[src/jtdsp16_ctl_pkg.sv]
//********************
// Command opcodes, controller states
// and the credit counts of both ports
//********************
`default_nettype none

package jtdsp16_ctl_pkg;

    typedef enum logic [1:0] {
        OP_SET_TAPS,
        OP_LOAD_COEF,
        OP_SAMPLE,
        OP_CLEAR
    } op_e;

    typedef enum logic [2:0] {
        IDLE,
        CLEARING,
        RUNNING,    // Sample written, walk starts next
        DRAIN,
        EMIT
    } ctrl_state_e;

    localparam int               CRD_W       = 2;
    localparam logic [CRD_W-1:0] CMD_CREDITS = 2;   // Same as the queue depth
    localparam logic [CRD_W-1:0] OUT_CREDITS = 2;

endpackage

`default_nettype wire

[src/jtdsp16_dsp_pkg.sv]
//********************
// Data path widths, tap limits and
// the fixed-point types shared by the
// address and data arithmetic units
//********************
`default_nettype none

package jtdsp16_dsp_pkg;

    localparam int DATA_W   = 16;   // Sample and coefficient width
    localparam int MAX_TAPS = 16;   // Depth of both memories
    localparam int ADDR_W   = 4;    // Memory index
    localparam int TAP_W    = 5;    // Holds 1..MAX_TAPS
    localparam int ACC_W    = 36;   // 4 guard bits over a 32-bit product
    localparam int Q_SHIFT  = 15;   // Back to Q15

    typedef logic signed [DATA_W-1:0] sample_t;
    typedef logic signed [DATA_W-1:0] coef_t;
    typedef logic signed [ACC_W-1:0]  acc_t;
    typedef logic        [TAP_W-1:0]  tap_t;

endpackage

`default_nettype wire
[src/jtdsp16_filt.sv]
//********************
// FIR filter engine top level
// Controller, coefficient and sample
// AAUs and the DAU
//********************
`timescale 1ns/100ps
`default_nettype none

module jtdsp16_filt(
    input  logic                               clk,
    input  logic                               cen,
    input  logic                               rst_n,
    // Command port
    input  logic                               cmd_valid,
    input  jtdsp16_ctl_pkg::op_e               cmd_op,
    input  logic [jtdsp16_dsp_pkg::DATA_W-1:0] cmd_data,
    output logic                               cmd_credit,
    // Result port
    output logic                               out_valid,
    output jtdsp16_dsp_pkg::sample_t           out_data,
    input  logic                               out_credit
);

logic                     coef_we, coef_ptr_rst, coef_vld;
jtdsp16_dsp_pkg::coef_t   coef_wdata, coef_rd;
logic                     smp_we, smp_vld, clr_start, clr_done;
jtdsp16_dsp_pkg::sample_t smp_wdata, smp_rd;
logic                     tap_start, acc_clr, emit, mac_done;
jtdsp16_dsp_pkg::tap_t    num_taps;

jtdsp16_ctrl u_ctrl(
    .clk            ( clk           ),
    .cen            ( cen           ),
    .rst_n          ( rst_n         ),
    .cmd_valid      ( cmd_valid     ),
    .cmd_op         ( cmd_op        ),
    .cmd_data       ( cmd_data      ),
    .cmd_credit     ( cmd_credit    ),
    .out_credit     ( out_credit    ),
    .coef_we        ( coef_we       ),
    .coef_wdata     ( coef_wdata    ),
    .coef_ptr_rst   ( coef_ptr_rst  ),
    .smp_we         ( smp_we        ),
    .smp_wdata      ( smp_wdata     ),
    .clr_start      ( clr_start     ),
    .clr_done       ( clr_done      ),
    .tap_start      ( tap_start     ),
    .num_taps       ( num_taps      ),
    .acc_clr        ( acc_clr       ),
    .emit           ( emit          ),
    .mac_done       ( mac_done      )
);

// ROM AAU counterpart
jtdsp16_coef_aau u_coef_aau(
    .clk            ( clk           ),
    .cen            ( cen           ),
    .rst_n          ( rst_n         ),
    .coef_we        ( coef_we       ),
    .coef_wdata     ( coef_wdata    ),
    .coef_ptr_rst   ( coef_ptr_rst  ),
    .tap_start      ( tap_start     ),
    .num_taps       ( num_taps      ),
    .coef_rd        ( coef_rd       ),
    .coef_vld       ( coef_vld      )
);

// RAM AAU counterpart
jtdsp16_smp_aau u_smp_aau(
    .clk            ( clk           ),
    .cen            ( cen           ),
    .rst_n          ( rst_n         ),
    .smp_we         ( smp_we        ),
    .smp_wdata      ( smp_wdata     ),
    .clr_start      ( clr_start     ),
    .clr_done       ( clr_done      ),
    .tap_start      ( tap_start     ),
    .num_taps       ( num_taps      ),
    .smp_rd         ( smp_rd        ),
    .smp_vld        ( smp_vld       )
);

jtdsp16_dau u_dau(
    .clk            ( clk           ),
    .cen            ( cen           ),
    .rst_n          ( rst_n         ),
    .coef_rd        ( coef_rd       ),
    .coef_vld       ( coef_vld      ),
    .smp_rd         ( smp_rd        ),
    .smp_vld        ( smp_vld       ),
    .acc_clr        ( acc_clr       ),
    .emit           ( emit          ),
    .mac_done       ( mac_done      ),
    .out_valid      ( out_valid     ),
    .out_data       ( out_data      )
);

endmodule

`default_nettype wire

[src/jtdsp16_ctrl.sv]
//********************
// Filter controller
// Two-entry command queue, decoder FSM,
// command and result credit counters
//********************
`timescale 1ns/100ps
`default_nettype none

module jtdsp16_ctrl(
    input  logic                               clk,
    input  logic                               cen,
    input  logic                               rst_n,
    // Command port
    input  logic                               cmd_valid,
    input  jtdsp16_ctl_pkg::op_e               cmd_op,
    input  logic [jtdsp16_dsp_pkg::DATA_W-1:0] cmd_data,
    output logic                               cmd_credit,
    input  logic                               out_credit,
    // Coefficient AAU
    output logic                               coef_we,
    output jtdsp16_dsp_pkg::coef_t             coef_wdata,
    output logic                               coef_ptr_rst,
    // Sample AAU
    output logic                               smp_we,
    output jtdsp16_dsp_pkg::sample_t           smp_wdata,
    output logic                               clr_start,
    input  logic                               clr_done,
    // Both AAUs
    output logic                               tap_start,
    output jtdsp16_dsp_pkg::tap_t              num_taps,
    // DAU
    output logic                               acc_clr,
    output logic                               emit,
    input  logic                               mac_done
);

jtdsp16_ctl_pkg::op_e                    q_op   [jtdsp16_ctl_pkg::CMD_CREDITS];
logic [jtdsp16_dsp_pkg::DATA_W-1:0]      q_data [jtdsp16_ctl_pkg::CMD_CREDITS];
logic                                    q_wr;
logic                                    q_rd;
logic [jtdsp16_ctl_pkg::CRD_W-1:0]       q_cnt;
logic                                    q_pop;
logic [jtdsp16_ctl_pkg::CRD_W-1:0]       out_cnt;  // Result credits held
logic                                    emit_ok;
logic [jtdsp16_dsp_pkg::DATA_W-1:0]      wdata;
jtdsp16_ctl_pkg::ctrl_state_e            state;

function automatic jtdsp16_dsp_pkg::tap_t clamp_taps(
    input logic [jtdsp16_dsp_pkg::DATA_W-1:0] n
);
    if (n == '0) begin
        return jtdsp16_dsp_pkg::tap_t'(1);
    end else if (n > jtdsp16_dsp_pkg::MAX_TAPS) begin
        return jtdsp16_dsp_pkg::tap_t'(jtdsp16_dsp_pkg::MAX_TAPS);
    end
    return n[jtdsp16_dsp_pkg::TAP_W-1:0];
endfunction

assign q_pop   = state == jtdsp16_ctl_pkg::IDLE && q_cnt != '0;
assign emit_ok = state == jtdsp16_ctl_pkg::EMIT && out_cnt != '0;

assign coef_wdata = jtdsp16_dsp_pkg::coef_t'(wdata);
assign smp_wdata  = jtdsp16_dsp_pkg::sample_t'(wdata);

always_ff @(posedge clk) begin
    if (cen && cmd_valid) begin
        q_op[q_wr]   <= cmd_op;
        q_data[q_wr] <= cmd_data;
    end
end

always_ff @(posedge clk) begin
    if (!rst_n) begin
        q_wr    <= 1'b0;
        q_rd    <= 1'b0;
        q_cnt   <= '0;
        out_cnt <= jtdsp16_ctl_pkg::OUT_CREDITS;
    end else if (cen) begin
        q_wr <= q_wr ^ cmd_valid;
        q_rd <= q_rd ^ q_pop;
        case ({cmd_valid, q_pop})
            2'b10:   q_cnt <= q_cnt + 1'b1;
            2'b01:   q_cnt <= q_cnt - 1'b1;
            default: ;
        endcase
        case ({out_credit, emit_ok})
            2'b10:   out_cnt <= out_cnt + 1'b1;
            2'b01:   out_cnt <= out_cnt - 1'b1;
            default: ;
        endcase
    end
end

always_ff @(posedge clk) begin
    if (!rst_n) begin
        state        <= jtdsp16_ctl_pkg::IDLE;
        num_taps     <= jtdsp16_dsp_pkg::tap_t'(1);
        cmd_credit   <= 1'b0;
        coef_we      <= 1'b0;
        coef_ptr_rst <= 1'b0;
        smp_we       <= 1'b0;
        clr_start    <= 1'b0;
        tap_start    <= 1'b0;
        acc_clr      <= 1'b0;
        emit         <= 1'b0;
    end else if (cen) begin
        cmd_credit   <= q_pop;      // Slot freed
        coef_we      <= 1'b0;
        coef_ptr_rst <= 1'b0;
        smp_we       <= 1'b0;
        clr_start    <= 1'b0;
        tap_start    <= 1'b0;
        acc_clr      <= 1'b0;
        emit         <= 1'b0;
        case (state)
            jtdsp16_ctl_pkg::IDLE: if (q_pop) begin
                wdata <= q_data[q_rd];
                case (q_op[q_rd])
                    jtdsp16_ctl_pkg::OP_SET_TAPS: begin
                        num_taps     <= clamp_taps(q_data[q_rd]);
                        coef_ptr_rst <= 1'b1;
                    end
                    jtdsp16_ctl_pkg::OP_LOAD_COEF: coef_we <= 1'b1;
                    jtdsp16_ctl_pkg::OP_SAMPLE: begin
                        smp_we <= 1'b1;
                        state  <= jtdsp16_ctl_pkg::RUNNING;
                    end
                    default: begin
                        clr_start <= 1'b1;
                        state     <= jtdsp16_ctl_pkg::CLEARING;
                    end
                endcase
            end
            jtdsp16_ctl_pkg::CLEARING: if (clr_done) begin
                state <= jtdsp16_ctl_pkg::IDLE;
            end
            // Head has moved, start the walk
            jtdsp16_ctl_pkg::RUNNING: begin
                tap_start <= 1'b1;
                acc_clr   <= 1'b1;
                state     <= jtdsp16_ctl_pkg::DRAIN;
            end
            jtdsp16_ctl_pkg::DRAIN: if (mac_done) begin
                state <= jtdsp16_ctl_pkg::EMIT;
            end
            jtdsp16_ctl_pkg::EMIT: if (emit_ok) begin   // Stalls here with no credit
                emit  <= 1'b1;
                state <= jtdsp16_ctl_pkg::IDLE;
            end
            default: state <= jtdsp16_ctl_pkg::IDLE;
        endcase
    end
end

// Host may only send while it holds a credit
a_no_q_overflow: assert property (@(posedge clk) disable iff (!rst_n)
    cen && q_cnt == jtdsp16_ctl_pkg::CMD_CREDITS |-> !cmd_valid);

endmodule

`default_nettype wire

[src/jtdsp16_dau.sv]
//********************
// Data arithmetic unit
// Two-stage MAC, Q15 scaling, saturation
// and the result register
//********************
`timescale 1ns/100ps
`default_nettype none

module jtdsp16_dau(
    input  logic                     clk,
    input  logic                     cen,
    input  logic                     rst_n,
    // Operand streams
    input  jtdsp16_dsp_pkg::coef_t   coef_rd,
    input  logic                     coef_vld,
    input  jtdsp16_dsp_pkg::sample_t smp_rd,
    input  logic                     smp_vld,
    // Control
    input  logic                     acc_clr,
    input  logic                     emit,
    output logic                     mac_done,
    // Result
    output logic                     out_valid,
    output jtdsp16_dsp_pkg::sample_t out_data
);

logic signed [2*jtdsp16_dsp_pkg::DATA_W-1:0] prod;
logic                                        p_vld;     // Product stage full
logic                                        a_vld;     // Accumulate done
jtdsp16_dsp_pkg::acc_t                       acc;
jtdsp16_dsp_pkg::acc_t                       scaled;
jtdsp16_dsp_pkg::sample_t                    sat_val;
jtdsp16_dsp_pkg::sample_t                    hold;

always_ff @(posedge clk) begin
    if (!rst_n) begin
        p_vld     <= 1'b0;
        a_vld     <= 1'b0;
        out_valid <= 1'b0;
    end else if (cen) begin
        p_vld     <= coef_vld;
        a_vld     <= p_vld;
        out_valid <= emit;
    end
end

always_ff @(posedge clk) begin
    if (cen) begin
        if (coef_vld) begin
            prod <= coef_rd * smp_rd;
        end
        if (acc_clr) begin
            acc <= '0;
        end else if (p_vld) begin
            acc <= acc + jtdsp16_dsp_pkg::acc_t'(prod);
        end
        if (mac_done) begin
            hold <= sat_val;
        end
        if (emit) begin
            out_data <= hold;
        end
    end
end

// Sum is final once the adder drains
assign mac_done = a_vld && !p_vld;

always_comb begin
    scaled = acc >>> jtdsp16_dsp_pkg::Q_SHIFT;
    // Fits when all bits above the Q15 sign agree
    if (scaled[jtdsp16_dsp_pkg::ACC_W-1:jtdsp16_dsp_pkg::DATA_W-1] == '0 ||
        scaled[jtdsp16_dsp_pkg::ACC_W-1:jtdsp16_dsp_pkg::DATA_W-1] == '1) begin
        sat_val = scaled[jtdsp16_dsp_pkg::DATA_W-1:0];
    end else if (scaled[jtdsp16_dsp_pkg::ACC_W-1]) begin
        sat_val = {1'b1, {(jtdsp16_dsp_pkg::DATA_W-1){1'b0}}};
    end else begin
        sat_val = {1'b0, {(jtdsp16_dsp_pkg::DATA_W-1){1'b1}}};
    end
end

// Both address units walk in lockstep
a_vld_lockstep: assert property (@(posedge clk) disable iff (!rst_n)
    cen |-> coef_vld == smp_vld);

endmodule

`default_nettype wire

[src/jtdsp16_smp_aau.sv]
//********************
// Sample address unit
// Circular history with modulo head,
// backwards tap reader and clear sweep
//********************
`timescale 1ns/100ps
`default_nettype none

module jtdsp16_smp_aau(
    input  logic                     clk,
    input  logic                     cen,
    input  logic                     rst_n,
    // Sample write
    input  logic                     smp_we,
    input  jtdsp16_dsp_pkg::sample_t smp_wdata,
    // History clear
    input  logic                     clr_start,
    output logic                     clr_done,
    // Tap walk
    input  logic                     tap_start,
    input  jtdsp16_dsp_pkg::tap_t    num_taps,
    output jtdsp16_dsp_pkg::sample_t smp_rd,
    output logic                     smp_vld
);

jtdsp16_dsp_pkg::sample_t           smp_mem [jtdsp16_dsp_pkg::MAX_TAPS];
logic [jtdsp16_dsp_pkg::ADDR_W-1:0] head;       // Next slot to write
logic [jtdsp16_dsp_pkg::ADDR_W-1:0] rd_ptr;
logic [jtdsp16_dsp_pkg::ADDR_W-1:0] clr_idx;
logic                               clr_busy;
jtdsp16_dsp_pkg::tap_t              left;

always_ff @(posedge clk) begin
    if (!rst_n) begin
        head <= '0;
        for (int i = 0; i < jtdsp16_dsp_pkg::MAX_TAPS; i++) begin
            smp_mem[i] <= '0;
        end
    end else if (cen) begin
        if (clr_busy) begin
            smp_mem[clr_idx] <= '0;
        end else if (smp_we) begin
            smp_mem[head] <= smp_wdata;
            head          <= head + 1'b1;
        end
    end
end

// Zero sweep, one entry per cycle
always_ff @(posedge clk) begin
    if (!rst_n) begin
        clr_busy <= 1'b0;
        clr_idx  <= '0;
        clr_done <= 1'b0;
    end else if (cen) begin
        clr_done <= 1'b0;
        if (clr_start) begin
            clr_busy <= 1'b1;
            clr_idx  <= '0;
        end else if (clr_busy) begin
            clr_idx <= clr_idx + 1'b1;
            if (&clr_idx) begin     // Last entry
                clr_busy <= 1'b0;
                clr_done <= 1'b1;
            end
        end
    end
end

// Newest sample first, then back in time
always_ff @(posedge clk) begin
    if (!rst_n) begin
        rd_ptr <= '0;
        left   <= '0;
    end else if (cen) begin
        if (tap_start) begin
            rd_ptr <= head - 1'b1;
            left   <= num_taps;
        end else if (smp_vld) begin
            rd_ptr <= rd_ptr - 1'b1;
            left   <= left - 1'b1;
        end
    end
end

assign smp_rd  = smp_mem[rd_ptr];
assign smp_vld = left != '0;

a_clr_tap_excl: assert property (@(posedge clk) disable iff (!rst_n)
    cen |-> !(clr_start && tap_start));

endmodule

`default_nettype wire

[src/jtdsp16_coef_aau.sv]
//********************
// Coefficient address unit
// Programmable coefficient memory, load
// pointer and the tap read sequencer
//********************
`timescale 1ns/100ps
`default_nettype none

module jtdsp16_coef_aau(
    input  logic                   clk,
    input  logic                   cen,
    input  logic                   rst_n,
    // Coefficient load
    input  logic                   coef_we,
    input  jtdsp16_dsp_pkg::coef_t coef_wdata,
    input  logic                   coef_ptr_rst,
    // Tap walk
    input  logic                   tap_start,
    input  jtdsp16_dsp_pkg::tap_t  num_taps,
    output jtdsp16_dsp_pkg::coef_t coef_rd,
    output logic                   coef_vld
);

jtdsp16_dsp_pkg::coef_t             coef_mem [jtdsp16_dsp_pkg::MAX_TAPS];
logic [jtdsp16_dsp_pkg::ADDR_W-1:0] wr_ptr;
logic [jtdsp16_dsp_pkg::ADDR_W-1:0] rd_ptr;
jtdsp16_dsp_pkg::tap_t              left;       // Taps still to present

always_ff @(posedge clk) begin
    if (!rst_n) begin
        wr_ptr <= '0;
        for (int i = 0; i < jtdsp16_dsp_pkg::MAX_TAPS; i++) begin
            coef_mem[i] <= '0;
        end
    end else if (cen) begin
        if (coef_ptr_rst) begin
            wr_ptr <= '0;
        end else if (coef_we) begin
            coef_mem[wr_ptr] <= coef_wdata;
            wr_ptr           <= wr_ptr + 1'b1;  // Wraps at MAX_TAPS
        end
    end
end

// Address 0 shows up the cycle after tap_start
always_ff @(posedge clk) begin
    if (!rst_n) begin
        rd_ptr <= '0;
        left   <= '0;
    end else if (cen) begin
        if (tap_start) begin
            rd_ptr <= '0;
            left   <= num_taps;
        end else if (coef_vld) begin
            rd_ptr <= rd_ptr + 1'b1;
            left   <= left - 1'b1;
        end
    end
end

assign coef_rd  = coef_mem[rd_ptr];
assign coef_vld = left != '0;

// Loads are only issued between samples
a_no_load_in_walk: assert property (@(posedge clk) disable iff (!rst_n)
    cen |-> !(coef_we && coef_vld));

endmodule

`default_nettype wire

[config.mk]
export PLATFORM = sky130hd
export DESIGN_NAME = jtdsp16_filt
export DESIGN_NICKNAME = d
export VERILOG_FILES = /design/src/jtdsp16_ctl_pkg.sv /design/src/jtdsp16_dsp_pkg.sv /design/src/jtdsp16_filt.sv /design/src/jtdsp16_ctrl.sv /design/src/jtdsp16_dau.sv /design/src/jtdsp16_smp_aau.sv /design/src/jtdsp16_coef_aau.sv
export SDC_FILE = /design/constraint.sdc
export NUM_CORES = 2
export LEC_CHECK = 0
export BUFFER_PORTS_ARGS = -buffer_cell sky130_fd_sc_hd__clkbuf_2
export CORE_MARGIN = 5
export CORE_UTILIZATION = 60
export CTS_BUF_LIST = sky130_fd_sc_hd__clkbuf_4 sky130_fd_sc_hd__clkbuf_8
export DETAILED_ROUTE_END_ITERATION = 10
export HOLD_SLACK_MARGIN = 0.12
export PLACE_DENSITY = 0.8
export SLEW_MARGIN = 20
export SYNTH_ARGS = -nofsm -noshare
export SYNTH_HDL_FRONTEND = slang
export SYNTH_SLANG_ARGS = --single-unit
[constraint.sdc]
create_clock -name clk -period 7.3 [get_ports clk]
set_clock_uncertainty 0.1 [all_clocks]
set_input_delay 0.73 -clock clk [delete_from_list [all_inputs] [get_ports clk]]
set_output_delay 0.73 -clock clk [all_outputs]
set_load 0.005 [all_outputs]
==> results.tsv <==
stage	metric	value	unit
sta	unrepaired setup endpoints after global routing	yes	
yosys	#FFs+latches synth	729	
yosys	Mapped Nets	3843	
sta	fin crit share	1.001	
finish	FF+latch area	0.02125	mm2
worst_setup_path	worst endpoint required time	7710	ps
worst_setup_path	WP data arrival	7720	ps
global_route	global-route wire length before repair	158000	um
sta	Max Clock Freq	0.1368	GHz
yosys	synthesized area per cell	12.31	um2
placement	count of input and output buffers	40	
floorplan	initial core utilization	0.6032	
finish	most frequent cells in the layout	edfxtp_1 (664), nor2_1 (537), inv_1 (313), and2_1 (262), fa_1 (245)	
global_route	vias in the first global route	28830	
global_route	largest net degree at the start of global routing	66	
detailed_routing	WL/cell	21.71	um
detailed_routing	post-route ant nets	0	
floorplan	die span in x	275.1	um
detailed_routing	DRC	0	
sta	final period demand of the worst path	7309	ps
finish	Area Overhead vs Synth	15.77	%
min_path	hold path cells	4	
sta	Finish-stage setup viols	2	
sta	Final WS setup	-8.805	ps
yosys	Post-Synthesis Cells	3426	
detailed_routing	vias	28200	
detailed_routing	WL final	103200	um
clock_tree	root buf cell	clkbuf_8	
worst_setup_path	CP Launch Type	register	
status	status	finished with violations	
clock_tree	Clk Latency, worst-skew pair	770	ps
detailed_routing	DRT Pass-1 Iters	6	
global_route	aggregate global routing overflow	0	
job	Max Cap Viol	0	
clock_tree	CTS Buffer Depth	3	
finish	number of fill cells	4427	
clock_tree	CTS tree	done	
sta	Hold Fails Final Rpt	0	
worst_setup_path	critical-path maximum fanout	7	
finish	commonest non-fill, non-tap cell in the layout	edfxtp_1	
min_path	worst hold path type	in -> reg	
worst_setup_path	critical path endpoint category	register	
sta	Slew Limit Headroom	0.1810	
global_route	initial antenna violation count	5	
clock_tree	Sink Count	729	
floorplan	die height	275.1	um
yosys	Unique masters post-synth	72	
global_route	GR Util All Layers	0.2684	
yosys	Yosys warning total	0	
detailed_routing	Iteration-0 DRC Markers	3130	
detailed_routing	Via density	5.930	
worst_setup_path	R2R cell count	26	
floorplan	Ports	41	
floorplan	Core Rows	97	
status	failing checks	negative setup slack	
clock_tree	TritonCTS Buffers	111	
yosys	ys flop type	edfxtp_1	
yosys	post-synthesis sequential area ratio	0.5037	
finish	footprint of the multi-input gates	0.01969	mm2
yosys	Post-synth EDFFs	664	
placement	GP Congestion	0.9718	
clock_tree	H-tree level count	3	
yosys	Post-Syn Area	0.04217	mm2
yosys	Post-synth ARST share	0	
floorplan	core area	0.06991	mm2
floorplan	Die ar.	0.07568	mm2
sta	Worst Tran Pin Value	1224	ps
clock_tree	Worst-path clk slew	70	ps
finish	nets@finish	4140	
worst_setup_path	CP Class	reg -> reg	
sta	Max Slew Vio Count	0	
sta	setup_tns	-15.15	ps
placement	DP Wirelength	66800	um
finish	share of layout cells above drive strength 1	0.2187	
per-layer routing:
layer  GRT usage  vias to the layer above  part of all wire
met5           0                        -           0.00026
met4      0.1119                        4             0.047
met3     0.05189                      336             0.096
met2      0.4488                     1601              0.50
met1      0.3485                    13880              0.36
li1            -                    12380                 -
stage by stage:
stage | area, um2 | util | hold WS, ps | setup slack, ps | cells
3_5_place_dp | 44770 | 0.6405 | 307.4 | -141.1 | 4452
6_report | 48820 | 0.6983 | 293.7 | -8.805 | 4755
5_1_grt | 48820 | 0.6983 | 324.9 | -249.6 | 4755
3_3_place_gp | 44770 | 0.6405 | 301.4 | 13.53 | 4452
4_1_cts | 47750 | 0.6830 | 175.5 | -21.66 | 4699
2_1_floorplan | 42180 | - | 300.3 | 20.33 | 3426
synthesized netlist by cell type, drive strengths merged (35+ instances only):
| cell | number | area (um2) |
|---|---|---|
| mux4 | 136 | 3063 |
| a21oi | 79 | 395.4 |
| o21ai | 90 | 454.2 |
| clkbuf | 123 | 461.7 |
| ha | 131 | 1639 |
| dfxtp | 65 | 1301 |
| inv | 325 | 1220 |
| and2 | 263 | 1645 |
| nor2 | 546 | 2049 |
| xnor2 | 53 | 464.2 |
| nand2 | 235 | 884.6 |
| mux2 | 43 | 484.2 |
| buf | 45 | 214.0 |
| a21o | 39 | 294.0 |
| fa | 263 | 5265 |
| mux2i | 35 | 350.3 |
| edfxtp | 664 | 19940 |
sequential cells by signal, summed over array words and instances (netlist names), 5 cells and up, named ones only:
register and flops:
u_coef_aau.coef_mem 256, u_coef_aau.left 5, u_ctrl.coef_wdata 16, u_ctrl.num_taps 5
u_ctrl.q_data 32, u_dau.acc 36, u_dau.hold 16, u_dau.out_data 16
u_dau.prod 32, u_smp_aau.left 5, u_smp_aau.smp_mem 256
repair_timing:
action / 4_1_cts / 5_1_grt
hold buffers: 18 / 0
gates resized for setup: 36 / 131
pin swaps: 9 / 58
buffers inserted: 21 / 51
endpoints found under the hold margin: 36 / 0
cloned: 5 / 3
setup endpoints to repair: 3 / 15
worst paths after layout:
check                                              from  slack, ps                          end
worst max-delay path                           register         -9     u_dau.prod[29]$_DFFE_PP_
worst min-delay path                          cmd_valid        290     u_ctrl.q_wr$_SDFFE_PN0P_
worst max register to register                 register         -9     u_dau.prod[29]$_DFFE_PP_
worst min register to register  u_dau.hold[3]$_DFFE_PP_        320  u_dau.out_data[3]$_DFFE_PP_
critical path, stage by stage (launching register included):
cell	delay [ps]
dfxtp_4	430
buf_8	150
buf_12	130
mux4_2	540
mux2_4	320
o21ai_4	270
buf_6	160
nor2_2	40
fa_1	520
fa_1	580
fa_1	450
fa_1	520
fa_1	490
inv_1	50
fa_1	490
inv_2	50
ha_4	210
a211oi_2	240
nor2_2	80
o41ai_2	200
buf_4	180
a31oi_4	80
a31oi_2	220
nor2b_1	70
o21ai_1	160
nor2b_2	180
xnor2_1	80
cell families (layout without fill, tap and decap cells):
logic type,count (synthesis),count (layout),share of synthesized area
AOI/OAI and AO/OA,302,302,0.04531
xor gates and xnor gates,79,79,0.01641
adders and majority gates,394,394,0.1637
buffers and inverters,493,878,0.04495
DFF,729,729,0.5037
muxes,214,216,0.09243
other,0,2,0
and+or+nand+nor,1215,1215,0.1334
final cells by class:
cell class	count	area share
tap	940	0.02409
timing repair buffer	350	0.06374
clock inverter	64	0.01225
sequential	729	0.4353
inverter	325	0.02499
clock buffer	139	0.03624
multi-input combinational	2206	0.4033
antenna	2	0.0001025
Power is left out: the tool's default activity adds up to more than one toggle a clock period on the data nets, which glitch-free logic cannot reach.
